$ cat config.mk
export PLATFORM = sky130hd
export DESIGN_NAME = soc_periph_top
export DESIGN_NICKNAME = d
export VERILOG_FILES = /design/src/soc_pkg.sv /design/src/soc_periph_top.sv /design/src/soc_gpio.sv /design/src/soc_timer.sv /design/src/soc_csr.sv /design/src/csr_regs.sv
export SDC_FILE = /design/constraint.sdc
export NUM_CORES = 1
export LEC_CHECK = 0
export CAP_MARGIN = 25
export CORE_AREA = 2 2 132 134
export DETAILED_ROUTE_END_ITERATION = 8
export DIE_AREA = 0 0 134 136
export DONT_BUFFER_PORTS = 1
export GPL_ROUTABILITY_DRIVEN = 1
export PLACE_DENSITY = 0.76
export SYNTH_ARGS = -nofsm -noshare
export SYNTH_HDL_FRONTEND = slang
export SYNTH_SLANG_ARGS = --single-unit
$ cat constraint.sdc
create_clock -name bus -period 3.35 [get_ports bus]
set_input_delay 0.67 -clock bus [delete_from_list [all_inputs] [get_ports bus]]
set_output_delay 0.67 -clock bus [all_outputs]
set_load 0.005 [all_outputs]
$ cat src/soc_pkg.sv
package soc_pkg;

   // ==================================================
   // Register map
   // ==================================================

   // Word index is byte address bits 6:2
   localparam int WORD_IDX_W = 5;

   // Word indices of the mapped registers
   localparam logic [2:0] REG_ID        = 3'd0;
   localparam logic [2:0] REG_SCRATCH   = 3'd1;
   localparam logic [2:0] REG_CTRL      = 3'd2;
   localparam logic [2:0] REG_TIMER_CMP = 3'd3;
   localparam logic [2:0] REG_TIMER_CNT = 3'd4;
   localparam logic [2:0] REG_STATUS    = 3'd5;
   localparam logic [2:0] REG_GPIO_OUT  = 3'd6;
   localparam logic [2:0] REG_GPIO_IN   = 3'd7;

   // Identification word returned by REG_ID
   localparam logic [31:0] SOC_ID = 32'h5043_0100;

   // CTRL bit positions
   localparam int CTRL_TIMER_EN     = 0;
   localparam int CTRL_TIMER_IRQ_EN = 1;
   localparam int CTRL_GPIO_IRQ_EN  = 2;
   // Prescale field sits in CTRL[15:8]
   localparam int CTRL_PRESC_LSB    = 8;
   // Bits that CTRL keeps, all others read back 0
   localparam logic [31:0] CTRL_MASK = 32'h0000_FF07;

   // STATUS bit positions, sticky, write 1 to clear
   localparam int STAT_TIMER = 0;
   localparam int STAT_GPIO  = 1;

   // ==================================================
   // Bus and hardware interface structs
   // ==================================================

   // One bus request, any strobe set means write
   typedef struct packed {
      logic        vld;
      logic [3:0]  we;
      logic [7:0]  addr;
      logic [31:0] wdat;
   } bus_req_t;

   // Register block to hardware
   typedef struct packed {
      logic        timer_en;
      logic [7:0]  prescale;
      logic [31:0] timer_cmp;
      logic [7:0]  gpio_out;
   } csr_out_t;

   // Hardware to register block
   typedef struct packed {
      logic [31:0] timer_cnt;
      logic        timer_match;   // one cycle pulse
      logic [7:0]  gpio_in;       // already synchronized
      logic        gpio_edge;     // one cycle pulse
   } csr_in_t;

endpackage: soc_pkg
$ cat src/soc_periph_top.sv
`timescale 1ns/100ps

module soc_periph_top (
   input  logic              bus,
   input  logic              rst_n,
   input  soc_pkg::bus_req_t bus_req,
   output logic [31:0]       rdat,
   output logic              rd_vld,
   input  logic [7:0]        gpio_in,
   output logic [7:0]        gpio_out,
   output logic              irq
);
   import soc_pkg::*;

   // Struct paths between registers and hardware
   csr_in_t     hw_in;
   csr_out_t    hw_out;

   // Timer half of hw_in
   logic [31:0] tmr_cnt;
   logic        tmr_match;
   // GPIO half of hw_in
   logic [7:0]  gpi_sync;
   logic        gpi_edge;

   // Both hardware halves joined into one struct
   assign hw_in = '{timer_cnt: tmr_cnt, timer_match: tmr_match,
                    gpio_in: gpi_sync, gpio_edge: gpi_edge};

   // CSR wrapper and register block
   soc_csr soc_csr_inst (
      .bus     (bus),
      .rst_n   (rst_n),
      .bus_req (bus_req),
      .rdat    (rdat),
      .rd_vld  (rd_vld),
      .hw_in   (hw_in),
      .hw_out  (hw_out),
      .irq     (irq)
   );

   // Compare timer
   soc_timer soc_timer_inst (
      .bus         (bus),
      .rst_n       (rst_n),
      .timer_en    (hw_out.timer_en),
      .prescale    (hw_out.prescale),
      .timer_cmp   (hw_out.timer_cmp),
      .timer_cnt   (tmr_cnt),
      .timer_match (tmr_match)
   );

   // GPIO port
   soc_gpio soc_gpio_inst (
      .bus      (bus),
      .rst_n    (rst_n),
      .out_val  (hw_out.gpio_out),
      .gpio_out (gpio_out),
      .gpio_in  (gpio_in),
      .in_sync  (gpi_sync),
      .in_edge  (gpi_edge)
   );

endmodule: soc_periph_top

$ cat src/soc_gpio.sv
`timescale 1ns/100ps

module soc_gpio (
   input  logic       bus,
   input  logic       rst_n,
   input  logic [7:0] out_val,
   output logic [7:0] gpio_out,
   input  logic [7:0] gpio_in,
   output logic [7:0] in_sync,
   output logic       in_edge
);

   // First synchronizer stage, may go metastable
   logic [7:0] meta_q;
   // Last synchronized value, for edge detection
   logic [7:0] prev_q;

   // Output pins driven straight from a flop
   always_ff @(posedge bus) begin
      if (!rst_n) begin
         gpio_out <= '0;
      end else begin
         gpio_out <= out_val;
      end
   end

   // ==================================================
   // Input synchronizer and edge detect
   // ==================================================

   // Two stages, reset low so no edge appears after reset
   always_ff @(posedge bus) begin
      if (!rst_n) begin
         meta_q  <= '0;
         in_sync <= '0;
      end else begin
         meta_q  <= gpio_in;
         in_sync <= meta_q;
      end
   end

   // Pulse one cycle after any bit of in_sync rises
   always_ff @(posedge bus) begin
      if (!rst_n) begin
         prev_q  <= '0;
         in_edge <= 1'b0;
      end else begin
         prev_q  <= in_sync;
         in_edge <= |(in_sync & ~prev_q);
      end
   end

endmodule: soc_gpio

$ cat src/soc_timer.sv
`timescale 1ns/100ps

module soc_timer (
   input  logic        bus,
   input  logic        rst_n,
   input  logic        timer_en,
   input  logic [7:0]  prescale,
   input  logic [31:0] timer_cmp,
   output logic [31:0] timer_cnt,
   output logic        timer_match
);

   // Prescale counter, one tick every prescale+1 cycles
   logic [7:0] psc_q;
   logic       tick;

   // Greater-or-equal so a smaller prescale written mid count still ticks
   assign tick = timer_en & (psc_q >= prescale);

   // Prescaler restarts on each tick and while disabled
   always_ff @(posedge bus) begin
      if (!rst_n) begin
         psc_q <= '0;
      end else if (!timer_en || tick) begin
         psc_q <= '0;
      end else begin
         psc_q <= psc_q + 8'd1;
      end
   end

   // ==================================================
   // Main counter and compare
   // ==================================================

   // Count holds while disabled, match is a single cycle pulse
   always_ff @(posedge bus) begin
      if (!rst_n) begin
         timer_cnt   <= '0;
         timer_match <= 1'b0;
      end else begin
         timer_match <= 1'b0;
         if (tick) begin
            // Also wraps if the compare value was lowered below the count
            if (timer_cnt >= timer_cmp) begin
               timer_cnt   <= '0;
               timer_match <= 1'b1;
            end else begin
               timer_cnt <= timer_cnt + 32'd1;
            end
         end
      end
   end

endmodule: soc_timer

$ cat src/soc_csr.sv
`timescale 1ns/100ps

module soc_csr (
   input  logic              bus,
   input  logic              rst_n,
   input  soc_pkg::bus_req_t bus_req,
   output logic [31:0]       rdat,
   output logic              rd_vld,
   input  soc_pkg::csr_in_t  hw_in,
   output soc_pkg::csr_out_t hw_out,
   output logic              irq
);
   import soc_pkg::*;

   // Word index taken from the byte address
   logic [WORD_IDX_W-1:0] word_idx;
   // Byte strobes widened to one enable per bit
   logic [31:0]           wr_biten;
   // Any strobe set marks a write
   logic                  is_wr;

   // Drop the two byte offset bits
   assign word_idx = bus_req.addr[WORD_IDX_W+1:2];

   assign is_wr = |bus_req.we;

   // Each strobe covers one byte lane
   always_comb begin
      for (int i = 0; i < 4; i++) begin
         wr_biten[8*i +: 8] = {8{bus_req.we[i]}};
      end
   end

   // No stall path, every valid request is taken at once
   csr_regs csr_regs_inst (
      .bus      (bus),
      .rst_n    (rst_n),

      .req      (bus_req.vld),
      .is_wr    (is_wr),
      .idx      (word_idx),
      .wr_data  (bus_req.wdat),
      .wr_biten (wr_biten),
      .rd_data  (rdat),
      .rd_ack   (rd_vld),

      .hw_in    (hw_in),
      .hw_out   (hw_out),
      .irq      (irq)
   );

endmodule: soc_csr

$ cat src/csr_regs.sv
`timescale 1ns/100ps

module csr_regs (
   input  logic                           bus,
   input  logic                           rst_n,
   input  logic                           req,
   input  logic                           is_wr,
   input  logic [soc_pkg::WORD_IDX_W-1:0] idx,
   input  logic [31:0]                    wr_data,
   input  logic [31:0]                    wr_biten,
   output logic [31:0]                    rd_data,
   output logic                           rd_ack,
   input  soc_pkg::csr_in_t               hw_in,
   output soc_pkg::csr_out_t              hw_out,
   output logic                           irq
);
   import soc_pkg::*;

   // Writable registers
   logic [31:0] scratch_q;
   logic [31:0] ctrl_q;
   logic [31:0] cmp_q;
   logic [7:0]  gpo_q;
   // Sticky event bits
   logic [1:0]  status_q;

   // Decode
   logic        mapped;
   logic        wr_en;
   logic        rd_en;
   logic [1:0]  stat_set;
   logic [1:0]  stat_clr;
   logic [31:0] rd_mux;

   // Keep old bits where the enable is low
   function automatic logic [31:0] merge(input logic [31:0] old_val,
                                         input logic [31:0] new_val,
                                         input logic [31:0] biten);
      return (old_val & ~biten) | (new_val & biten);
   endfunction

   // ==================================================
   // Request decode
   // ==================================================

   // Only indices 0 to 7 hold registers
   assign mapped = (idx[WORD_IDX_W-1:3] == '0);
   assign wr_en  = req & is_wr & mapped;
   // Unmapped reads still get an ack with zero data
   assign rd_en  = req & ~is_wr;

   // ==================================================
   // Masked writes
   // ==================================================

   always_ff @(posedge bus) begin
      if (!rst_n) begin
         scratch_q <= '0;
         ctrl_q    <= '0;
         cmp_q     <= '0;
         gpo_q     <= '0;
      end else if (wr_en) begin
         case (idx[2:0])
            REG_SCRATCH:   scratch_q <= merge(scratch_q, wr_data, wr_biten);
            // Unused CTRL bits stay 0
            REG_CTRL:      ctrl_q    <= merge(ctrl_q, wr_data, wr_biten) & CTRL_MASK;
            REG_TIMER_CMP: cmp_q     <= merge(cmp_q, wr_data, wr_biten);
            REG_GPIO_OUT:  gpo_q     <= (gpo_q & ~wr_biten[7:0])
                                        | (wr_data[7:0] & wr_biten[7:0]);
            // ID, TIMER_CNT and GPIO_IN ignore writes
            // STATUS clears are handled in the sticky block
            default: ;
         endcase
      end
   end

   // ==================================================
   // Sticky status
   // ==================================================

   // Hardware events
   always_comb begin
      stat_set             = '0;
      stat_set[STAT_TIMER] = hw_in.timer_match;
      stat_set[STAT_GPIO]  = hw_in.gpio_edge;
   end

   // Write 1 clears each enabled bit
   assign stat_clr = (wr_en && idx[2:0] == REG_STATUS) ? (wr_data[1:0] & wr_biten[1:0])
                                                        : 2'b00;

   // Set applied after clear so a same cycle event survives
   always_ff @(posedge bus) begin
      if (!rst_n) begin
         status_q <= '0;
      end else begin
         status_q <= (status_q & ~stat_clr) | stat_set;
      end
   end

   // ==================================================
   // Read path
   // ==================================================

   always_comb begin
      rd_mux = '0;
      if (mapped) begin
         case (idx[2:0])
            REG_ID:        rd_mux = SOC_ID;
            REG_SCRATCH:   rd_mux = scratch_q;
            REG_CTRL:      rd_mux = ctrl_q;
            REG_TIMER_CMP: rd_mux = cmp_q;
            REG_TIMER_CNT: rd_mux = hw_in.timer_cnt;
            REG_STATUS:    rd_mux = {30'd0, status_q};
            REG_GPIO_OUT:  rd_mux = {24'd0, gpo_q};
            REG_GPIO_IN:   rd_mux = {24'd0, hw_in.gpio_in};
            default:       rd_mux = '0;
         endcase
      end
   end

   // Ack pulse one cycle after the request
   always_ff @(posedge bus) begin
      if (!rst_n) begin
         rd_ack <= 1'b0;
      end else begin
         rd_ack <= rd_en;
      end
   end

   // Read data captured with each read request
   always_ff @(posedge bus) begin
      if (rd_en) begin
         rd_data <= rd_mux;
      end
   end

   // ==================================================
   // Hardware outputs and interrupt
   // ==================================================

   assign hw_out.timer_en  = ctrl_q[CTRL_TIMER_EN];
   assign hw_out.prescale  = ctrl_q[CTRL_PRESC_LSB +: 8];
   assign hw_out.timer_cmp = cmp_q;
   assign hw_out.gpio_out  = gpo_q;

   // Enabled sticky bits summarized on one line
   always_ff @(posedge bus) begin
      if (!rst_n) begin
         irq <= 1'b0;
      end else begin
         irq <= (status_q[STAT_TIMER] & ctrl_q[CTRL_TIMER_IRQ_EN])
                | (status_q[STAT_GPIO] & ctrl_q[CTRL_GPIO_IRQ_EN]);
      end
   end

endmodule: csr_regs

==> results of run 1 <==
## path summary, 6_finish.rpt
| path | from | end | cells after the start |
|---|---|---|---|
| setup / recovery | flip-flop | soc_timer_inst.timer_cnt[18] | 8 |
| hold / removal | rst_n | soc_gpio_inst.in_sync[3] | 1 |
| setup reg to reg | flip-flop | soc_timer_inst.timer_cnt[18] | 8 |
| hold reg to reg | soc_gpio_inst.meta_q[3] | soc_gpio_inst.in_sync[3] | 1 |
## layer usage
metal / routed length [um] / GRT usage (%) / up-vias
li1: - / - / 3653
met5: 0 / 0 / -
met2: 10500 / 41.9 / 270
met4: 582 / 10.4 / 0
met3: 1750 / 6.15 / 34
met1: 9810 / 33.7 / 3540
## through the flow
stage / power (mW) / hold WS, ns / std cells
2_1_floorplan: 2.96 / 0.412 / 1059
3_3_place_gp: 3.09 / 0.413 / 1251
3_5_place_dp: 3.11 / 0.421 / 1251
4_1_cts: 5.09 / 0.333 / 1283
5_1_grt: 5.26 / 0.330 / 1283
6_report: 5.06 / 0.353 / 1283
## layout make-up
type / count / area (sq um)
clock inverter: 13 / 138
timing repair buffer: 25 / 200
multi-input combinational: 742 / 4440
fill: 1471 / 6940
inverter: 66 / 248
tap: 225 / 282
sequential: 193 / 4180
clock buffer: 19 / 443
## power breakdown
part,switching (mW),total (mW),internal [mW]
registers,0.0630,2.47,2.40
logic,0.381,0.604,0.223
clock network,0.977,1.99,1.01
total,1.42,5.06,3.64
## cells in the mapped netlist (all sizes together) (10+ instances only)
cell    count
xnor2      11
nand4      20
o21ai      11
mux2i      38
nor3       11
inv        66
a21oi     113
a31oi      12
clkbuf     40
nor2      142
a22oi      12
xor2       11
and3       10
dfxtp     161
edfxtp     32
buf        18
and2       35
nand3      88
nand2     112
ha         42
## worst max-delay path, cell delays in order (launching register included)
cell     delay [ns]
dfxtp_1        0.38
inv_1          0.07
ha_1           0.31
nand4_1        0.15
or4_1          0.62
nor3_2         0.28
o31ai_4        0.20
o22ai_2        0.63
nor2_1         0.13
## cell families after synthesis
kind of cell               share of synthesized area [%]
and+or+nand+nor                                     22.4
DFF                                                 46.1
AOI/OAI and AO/OA                                   12.7
buffers and inverters                               5.32
muxes                                               5.56
adders and majority gates                           5.79
xor gates and xnor gates                            2.12
==> impl_metrics.py, run 1 <==
metrics = {
    "yosys": {
        "ys_async_sr_fraction_pct": 0,
        "post-synth-top-area-cell": "dfxtp_1",
        "synth-edff-count": 32,
        "synth_ff_type": "dfxtp_1",
        "synth.area.top_cells": "dfxtp_1, edfxtp_1, a21oi_1, ha_1, nor2_1",
        "syn-cell-area_sq_mm": 0.00907,
        "syn_nets": 1156,
        "synth_top_area_share_pct": 35.5,
        "ys_seq_elements": 193,
        "synth_cell_type_count": 56,
        "seq_area_frac_synth_pct": 46.1,
        "yosysWarnings": 0,
        "avgSynthCellArea_sq_um": 8.57,
        "syn_inst": 1059,
    },
    "worst_setup_path": {
        "cp.arrival_ns": 3.22,
        "crit_path_end_kind": "flip-flop",
        "crit_required_ns": 3.64,
        "cp-start-kind": "flip-flop",
        "rrSetupSlack_ns": 0.43,
        "criticalPathCategory": "flip-flop to flip-flop",
        "crit_fanout": 16,
    },
    "run_status": {
        "status": "completed",
    },
    "timing": {
        "finalSetupViolations": 0,
        "worst_slack_ns": 0.428,
        "clock_skew_ns": 0.0137,
        "finalCritPeriodShare_pct": 87.2,
        "fmax_mhz": 342,
        "drv_slew": 0,
        "worst_slew_pin_slew_ns": 1.03,
        "slew_headroom_pct": 31.1,
        "period_needed_ns": 2.92,
        "finalSetupTns_ns": 0,
        "rsz0062_at_grt": "no",
        "finalHoldViolCount": 0,
    },
    "cells_and_area": {
        "drive_gt1_share_pct": 7.37,
        "area_delta_synth_final_pct": 9.51,
        "final_common_cell": "dfxtp_1",
        "final_cell_mix": "dfxtp_1, nor2_1, a21oi_1",
        "fin_area_sq_mm": 0.00994,
        "fin_util_pct": 58.9,
        "nNetsFinal": 1142,
        "diodes": 0,
    },
    "cts": {
        "cts_max_level": 4,
        "cts_buffers": 17,
        "postCtsHoldBufs": 0,
        "cts_tree": "yes",
        "cts-root-buf": "clkbuf_16",
        "clkTransAtPathRegs_ns": 0.07,
        "post_cts_resized": 0,
        "clkLatencyLatePin_ns": 0.44,
        "cts_setup_buffers": 0,
        "ctsLongestPathBuffers": 2,
        "cts_sinks": 193,
    },
    "placed_design": {
        "io_buffers": 0,
        "placed_cell_area_sq_mm": 0.00936,
        "hpwl_mm": 16.1,
        "dp_slack_ns": 0.477,
        "place_congestion": 0.896,
    },
    "pwr": {
        "peakVddDrop_v": 0.000388,
        "p_leak_nw": 3.61,
        "powerDensity_mw_per_mm2": 509,
    },
    "floorplan": {
        "rows": 48,
        "die_x_um": 134,
        "coreArea_sq_mm": 0.0169,
        "die_h_um": 136,
        "dieArea_sq_mm": 0.0182,
        "start_util_pct": 53.8,
        "ios": 97,
    },
    "routing": {
        "viasPerCell": 5.84,
        "drc": 0,
        "ant_nets": 0,
        "drt-total-wl_mm": 22.7,
        "dr.pass1.iters": 5,
        "wl_per_cell_um": 17.7,
        "vias": 7497,
        "first_iter_violations": 699,
    },
    "flow_run": {
        "max-cap-violations": 0,
    },
    "hold_path": {
        "hold_path_class": "input port to flip-flop",
    },
    "global_route": {
        "grt_usage_pct": 26.0,
        "grt_pass1_vias": 7185,
        "antenna_found_initial": 0,
        "overflow": 0,
        "grt_pass1_wl_mm": 37.1,
        "grt_max_degree": 67,
    },
}
(Power assumes the default switching activity.)
==> inputs of run 2 (changes only) <==
RECOVER_POWER = 50   (was not set)
==> impl_metrics.py, run 2 (same netlist as run 1, synthesis figures left out) <==
metrics = {
    "floorplan": {
        "dieArea_sq_mm": 0.0182,
        "die_h_um": 136,
        "die_x_um": 134,
        "coreArea_sq_mm": 0.0169,
        "rows": 48,
        "start_util_pct": 53.8,
        "ios": 97,
    },
    "cells_and_area": {
        "drive_gt1_share_pct": 6.62,
        "final_cell_mix": "dfxtp_1, nor2_1, a21oi_1",
        "fin_util_pct": 58.6,
        "fillers": 1481,
        "final_common_cell": "dfxtp_1",
        "diodes": 0,
        "nNetsFinal": 1142,
        "finalNonFillerCells": 1283,
        "area_delta_synth_final_pct": 8.95,
    },
    "cts": {
        "postCtsHoldBufs": 0,
        "cts_buffers": 17,
        "cts-root-buf": "clkbuf_16",
        "cts_tree": "yes",
        "clkTransAtPathRegs_ns": 0.07,
        "cts_sinks": 193,
        "cts_setup_buffers": 0,
        "ctsLongestPathBuffers": 2,
        "clkLatencyLatePin_ns": 0.45,
        "cts_max_level": 4,
        "post_cts_resized": 0,
    },
    "run_status": {
        "violations": "capacitance limit, slew limit",
        "status": "complete, but fails checks",
    },
    "placed_design": {
        "place_congestion": 0.896,
        "dp_cells": 1251,
        "dp_slack_ns": 0.477,
        "hpwl_mm": 16.1,
        "io_buffers": 0,
    },
    "pwr": {
        "sw_frac_of_total_pct": 28.2,
        "p_total_mw": 5.06,
        "p_clk_share_pct": 39.4,
        "p_comb_share_pct": 11.9,
        "peakVddDrop_v": 0.000393,
        "internal-power_mw": 3.63,
        "switchingPower_mw": 1.43,
        "powerDensity_mw_per_mm2": 512,
        "p_leak_nw": 3.58,
        "pwr-share-seq_pct": 48.7,
    },
    "global_route": {
        "antenna_found_initial": 0,
        "overflow": 0,
        "grt_max_degree": 67,
        "grt_pass1_vias": 7185,
        "grt_pass1_wl_mm": 37.1,
        "grt_usage_pct": 26.0,
    },
    "timing": {
        "finalSetupViolations": 0,
        "finalHoldViolCount": 0,
        "period_needed_ns": 2.91,
        "clock_skew_ns": 0.0144,
        "drv_slew": 35,
        "worst_slew_pin_slew_ns": 1.57,
        "fmax_mhz": 343,
        "finalCritPeriodShare_pct": 86.9,
        "rsz0062_at_grt": "no",
        "finalSetupTns_ns": 0,
        "worst_slack_ns": 0.437,
        "slew_headroom_pct": -4.54,
    },
    "worst_setup_path": {
        "crit_required_ns": 3.65,
        "criticalPathCategory": "flip-flop to flip-flop",
        "cp.arrival_ns": 3.21,
        "crit_fanout": 16,
        "crit_path_end_kind": "flip-flop",
        "cp-start-kind": "flip-flop",
    },
    "hold_path": {
        "hold_path_class": "input port to flip-flop",
    },
    "routing": {
        "dr.pass1.iters": 5,
        "first_iter_violations": 675,
        "drc": 0,
        "drt-total-wl_mm": 22.7,
        "wl_per_cell_um": 17.7,
        "ant_nets": 0,
        "vias": 7543,
        "viasPerCell": 5.88,
    },
    "flow_run": {
        "max-cap-violations": 1,
    },
}
-- run 2: path summary, 6_finish.rpt --
kind,start,end,slack (ns),depth (start not counted)
worst min register to register,soc_gpio_inst.meta_q[3],soc_gpio_inst.in_sync[3],0.43,1
worst max register to register,flip-flop,soc_timer_inst.timer_cnt[18],0.44,8
worst min-delay path,rst_n,soc_gpio_inst.in_sync[3],0.35,1
worst max-delay path,flip-flop,soc_timer_inst.timer_cnt[18],0.44,8
-- run 2: power groups by stage --
stage	logic, mW	registers (mW)	clock network [mW]
3_5_place_dp	0.594	2.52	0
2_1_floorplan	0.465	2.50	0
5_1_grt	0.657	2.47	2.12
4_1_cts	0.600	2.46	2.02
3_3_place_gp	0.573	2.51	0
6_report	0.601	2.47	2.00
-- run 2: critical path, cell delays in order (launching register included) --
cell and delay (ns):
dfxtp_1 0.38, inv_1 0.07, ha_1 0.31, nand4_1 0.14, or4_1 0.62, nor3_2 0.28
o31ai_4 0.20, o22ai_2 0.63, nor2_1 0.13
-- run 2: routing by layer --
layer	track usage (%)	wire, um	up-vias
li1	-	-	3648
met1	33.7	9880	3566
met3	6.15	1780	38
met5	0	0	-
met2	41.9	10500	291
met4	10.4	601	0
-- run 2: metrics by stage --
step	hold WS, ns	cell area, sq um
final	0.347	9890
after global routing	0.330	9890
after CTS	0.333	9940
after detailed placement	0.421	9360
after global placement	0.413	9360
after floorplan	0.412	9070
-- run 2: layout make-up --
cell class	instances	area [sq um]	share of cell area, %
multi-input combinational	742	4430	44.8
sequential	193	4180	42.3
clock buffer	19	443	4.48
tap	225	282	2.85
inverter	66	248	2.51
timing repair buffer	25	163	1.65
clock inverter	13	138	1.39
==> inputs of run 3 (changes only) <==
BUFFER_PORTS_ARGS = -buffer_cell sky130_fd_sc_hd__clkbuf_2   (was not set)
CTS_CLUSTER_SIZE = 8   (was not set)
DONT_BUFFER_PORTS = not set   (was 1)
PLACE_DENSITY = 0.81   (was 0.76)
==> impl_metrics.py, run 3 (same netlist as run 1, synthesis figures left out) <==
metrics = {
    "cts": {
        "cts_setup_buffers": 0,
        "post_cts_resized": 0,
        "cts-root-buf": "clkbuf_16",
        "clkLatencyLatePin_ns": 0.44,
        "clkTransAtPathRegs_ns": 0.07,
        "cts_sinks": 193,
        "cts_max_level": 4,
        "ctsLongestPathBuffers": 2,
        "cts_tree": "yes",
        "cts_buffers": 17,
        "postCtsHoldBufs": 0,
    },
    "pwr": {
        "p_leak_nw": 3.89,
        "powerDensity_mw_per_mm2": 492,
        "internal-power_mw": 3.64,
        "pwr-share-seq_pct": 48.7,
        "p_clk_share_pct": 37.7,
        "switchingPower_mw": 1.43,
        "peakVddDrop_v": 0.000393,
        "p_comb_share_pct": 13.5,
        "sw_frac_of_total_pct": 28.2,
    },
    "global_route": {
        "grt_usage_pct": 26.1,
        "antenna_found_initial": 0,
        "grt-busiest-layer": "met2",
        "grt_use_met1_pct": 33.7,
        "overflow": 0,
        "met3_usage_pct": 5.52,
        "grt_pass1_wl_mm": 38.0,
        "met2_usage_pct": 42.6,
        "grt_pass1_vias": 7713,
        "grt_max_degree": 73,
    },
    "run_status": {
        "status": "completed",
    },
    "timing": {
        "period_needed_ns": 2.96,
        "slew_headroom_pct": 0.449,
        "worst_slew_pin_slew_ns": 1.49,
        "rsz0062_at_grt": "no",
        "finalSetupViolations": 0,
        "finalHoldViolCount": 0,
        "drv_slew": 0,
        "worst_slack_ns": 0.388,
        "finalCritPeriodShare_pct": 88.4,
        "fmax_mhz": 338,
        "finalSetupTns_ns": 0,
        "clock_skew_ns": 0.00995,
    },
    "cells_and_area": {
        "final_common_cell": "dfxtp_1",
        "diodes": 0,
        "drive_gt1_share_pct": 12.1,
        "area_delta_synth_final_pct": 13.6,
        "fillers": 1426,
        "final_cell_mix": "dfxtp_1, nor2_1, a21oi_1",
        "layout.area.seq_sq_mm": 0.00418,
        "nNetsFinal": 1238,
        "multi_input_area_sq_mm": 0.00443,
    },
    "worst_setup_path": {
        "cp.arrival_ns": 3.21,
        "crit_path_end_kind": "flip-flop",
        "cp_slowest_cell": "and2_0",
        "critPathMaxStageDelay_ns": 0.79,
        "path_cells": "clkbuf_1 -> and2_0 -> clkbuf_1 -> nand2_1 -> nand2_1 -> a21oi_1",
        "crit_fanout": 17,
        "crit_required_ns": 3.60,
        "cp-start-kind": "input port",
        "criticalPathCategory": "input port to flip-flop",
        "cp-startpoint": "bus_req[35]",
    },
    "hold_path": {
        "worstHoldStart": "soc_gpio_inst.meta_q[1]",
        "hold_path_class": "flip-flop to flip-flop",
    },
    "floorplan": {
        "coreArea_sq_mm": 0.0169,
        "die_x_um": 134,
        "dieArea_sq_mm": 0.0182,
        "rows": 48,
        "die_h_um": 136,
        "start_util_pct": 53.8,
        "ios": 97,
    },
    "routing": {
        "ant_nets": 0,
        "wl_per_cell_um": 16.8,
        "first_iter_violations": 738,
        "viasPerCell": 5.77,
        "drc": 0,
        "vias": 7960,
        "drt-total-wl_mm": 23.2,
        "dr.pass1.iters": 6,
    },
    "placed_design": {
        "io_buffers": 93,
        "place_congestion": 0.884,
        "hpwl_mm": 16.5,
        "dp_slack_ns": 0.552,
    },
    "flow_run": {
        "max-cap-violations": 0,
    },
}
## run 3: changes by cell type in the layout (fill, tap and decap cells not counted), sizes merged
cell / before / now
buf: 18 / 24
clkbuf: 26 / 117
clkinv: 5 / 6
inv: 74 / 72
## run 3: stage by stage
step	instance area, sq um	power (mW)	util [%]	cells	hold slack, ns
floorplan	9070	2.96	-	1059	0.412
global placement	9830	3.17	58.3	1347	0.414
detailed placement	9830	3.19	58.3	1347	0.420
CTS	10400	5.07	61.5	1379	0.428
global route	10300	5.26	61.1	1379	0.434
finish	10300	5.07	61.1	1379	0.436
## run 3: worst paths after layout
check	endpoint	slack, ns	depth (start not counted)
worst max register to register	soc_timer_inst.timer_cnt[17]	0.49	8
worst min-delay path	soc_gpio_inst.in_sync[1]	0.44	1
worst max-delay path	flip-flop	0.39	6
worst min register to register	soc_gpio_inst.in_sync[1]	0.44	1
## run 3: power by group through the flow
stage	Sequential, mW	Combinational (mW)	Clock, mW
5_1_grt	2.48	0.758	2.03
2_1_floorplan	2.50	0.465	0
4_1_cts	2.47	0.681	1.92
6_report	2.47	0.687	1.91
3_3_place_gp	2.52	0.655	0
3_5_place_dp	2.52	0.671	0
## run 3: critical path: cells and delay by family
| family | cells | cell delay (ns) |
|---|---|---|
| buffers and inverters | 2 | 1.17 |
| AND/OR/NAND/NOR | 3 | 1.29 |
| AO/OA/AOI/OAI | 1 | 0.08 |
## run 3: area by class of cell
class / count / area share [%]
Timing Repair Buffer: 121 / 6.01
Inverter: 66 / 2.40
Clock inverter: 12 / 0.959
Tap cell: 225 / 2.73
Multi-Input combinational cell: 742 / 43.0
Sequential cell: 193 / 40.6
Clock buffer: 20 / 4.33
## run 3: per-layer routing
| metal | routed length (um) | vias to the layer above |
|---|---|---|
| li1 | - | 3841 |
| met1 | 9810 | 3681 |
| met2 | 10800 | 383 |
| met3 | 1910 | 55 |
| met4 | 642 | 0 |
| met5 | 0 | - |
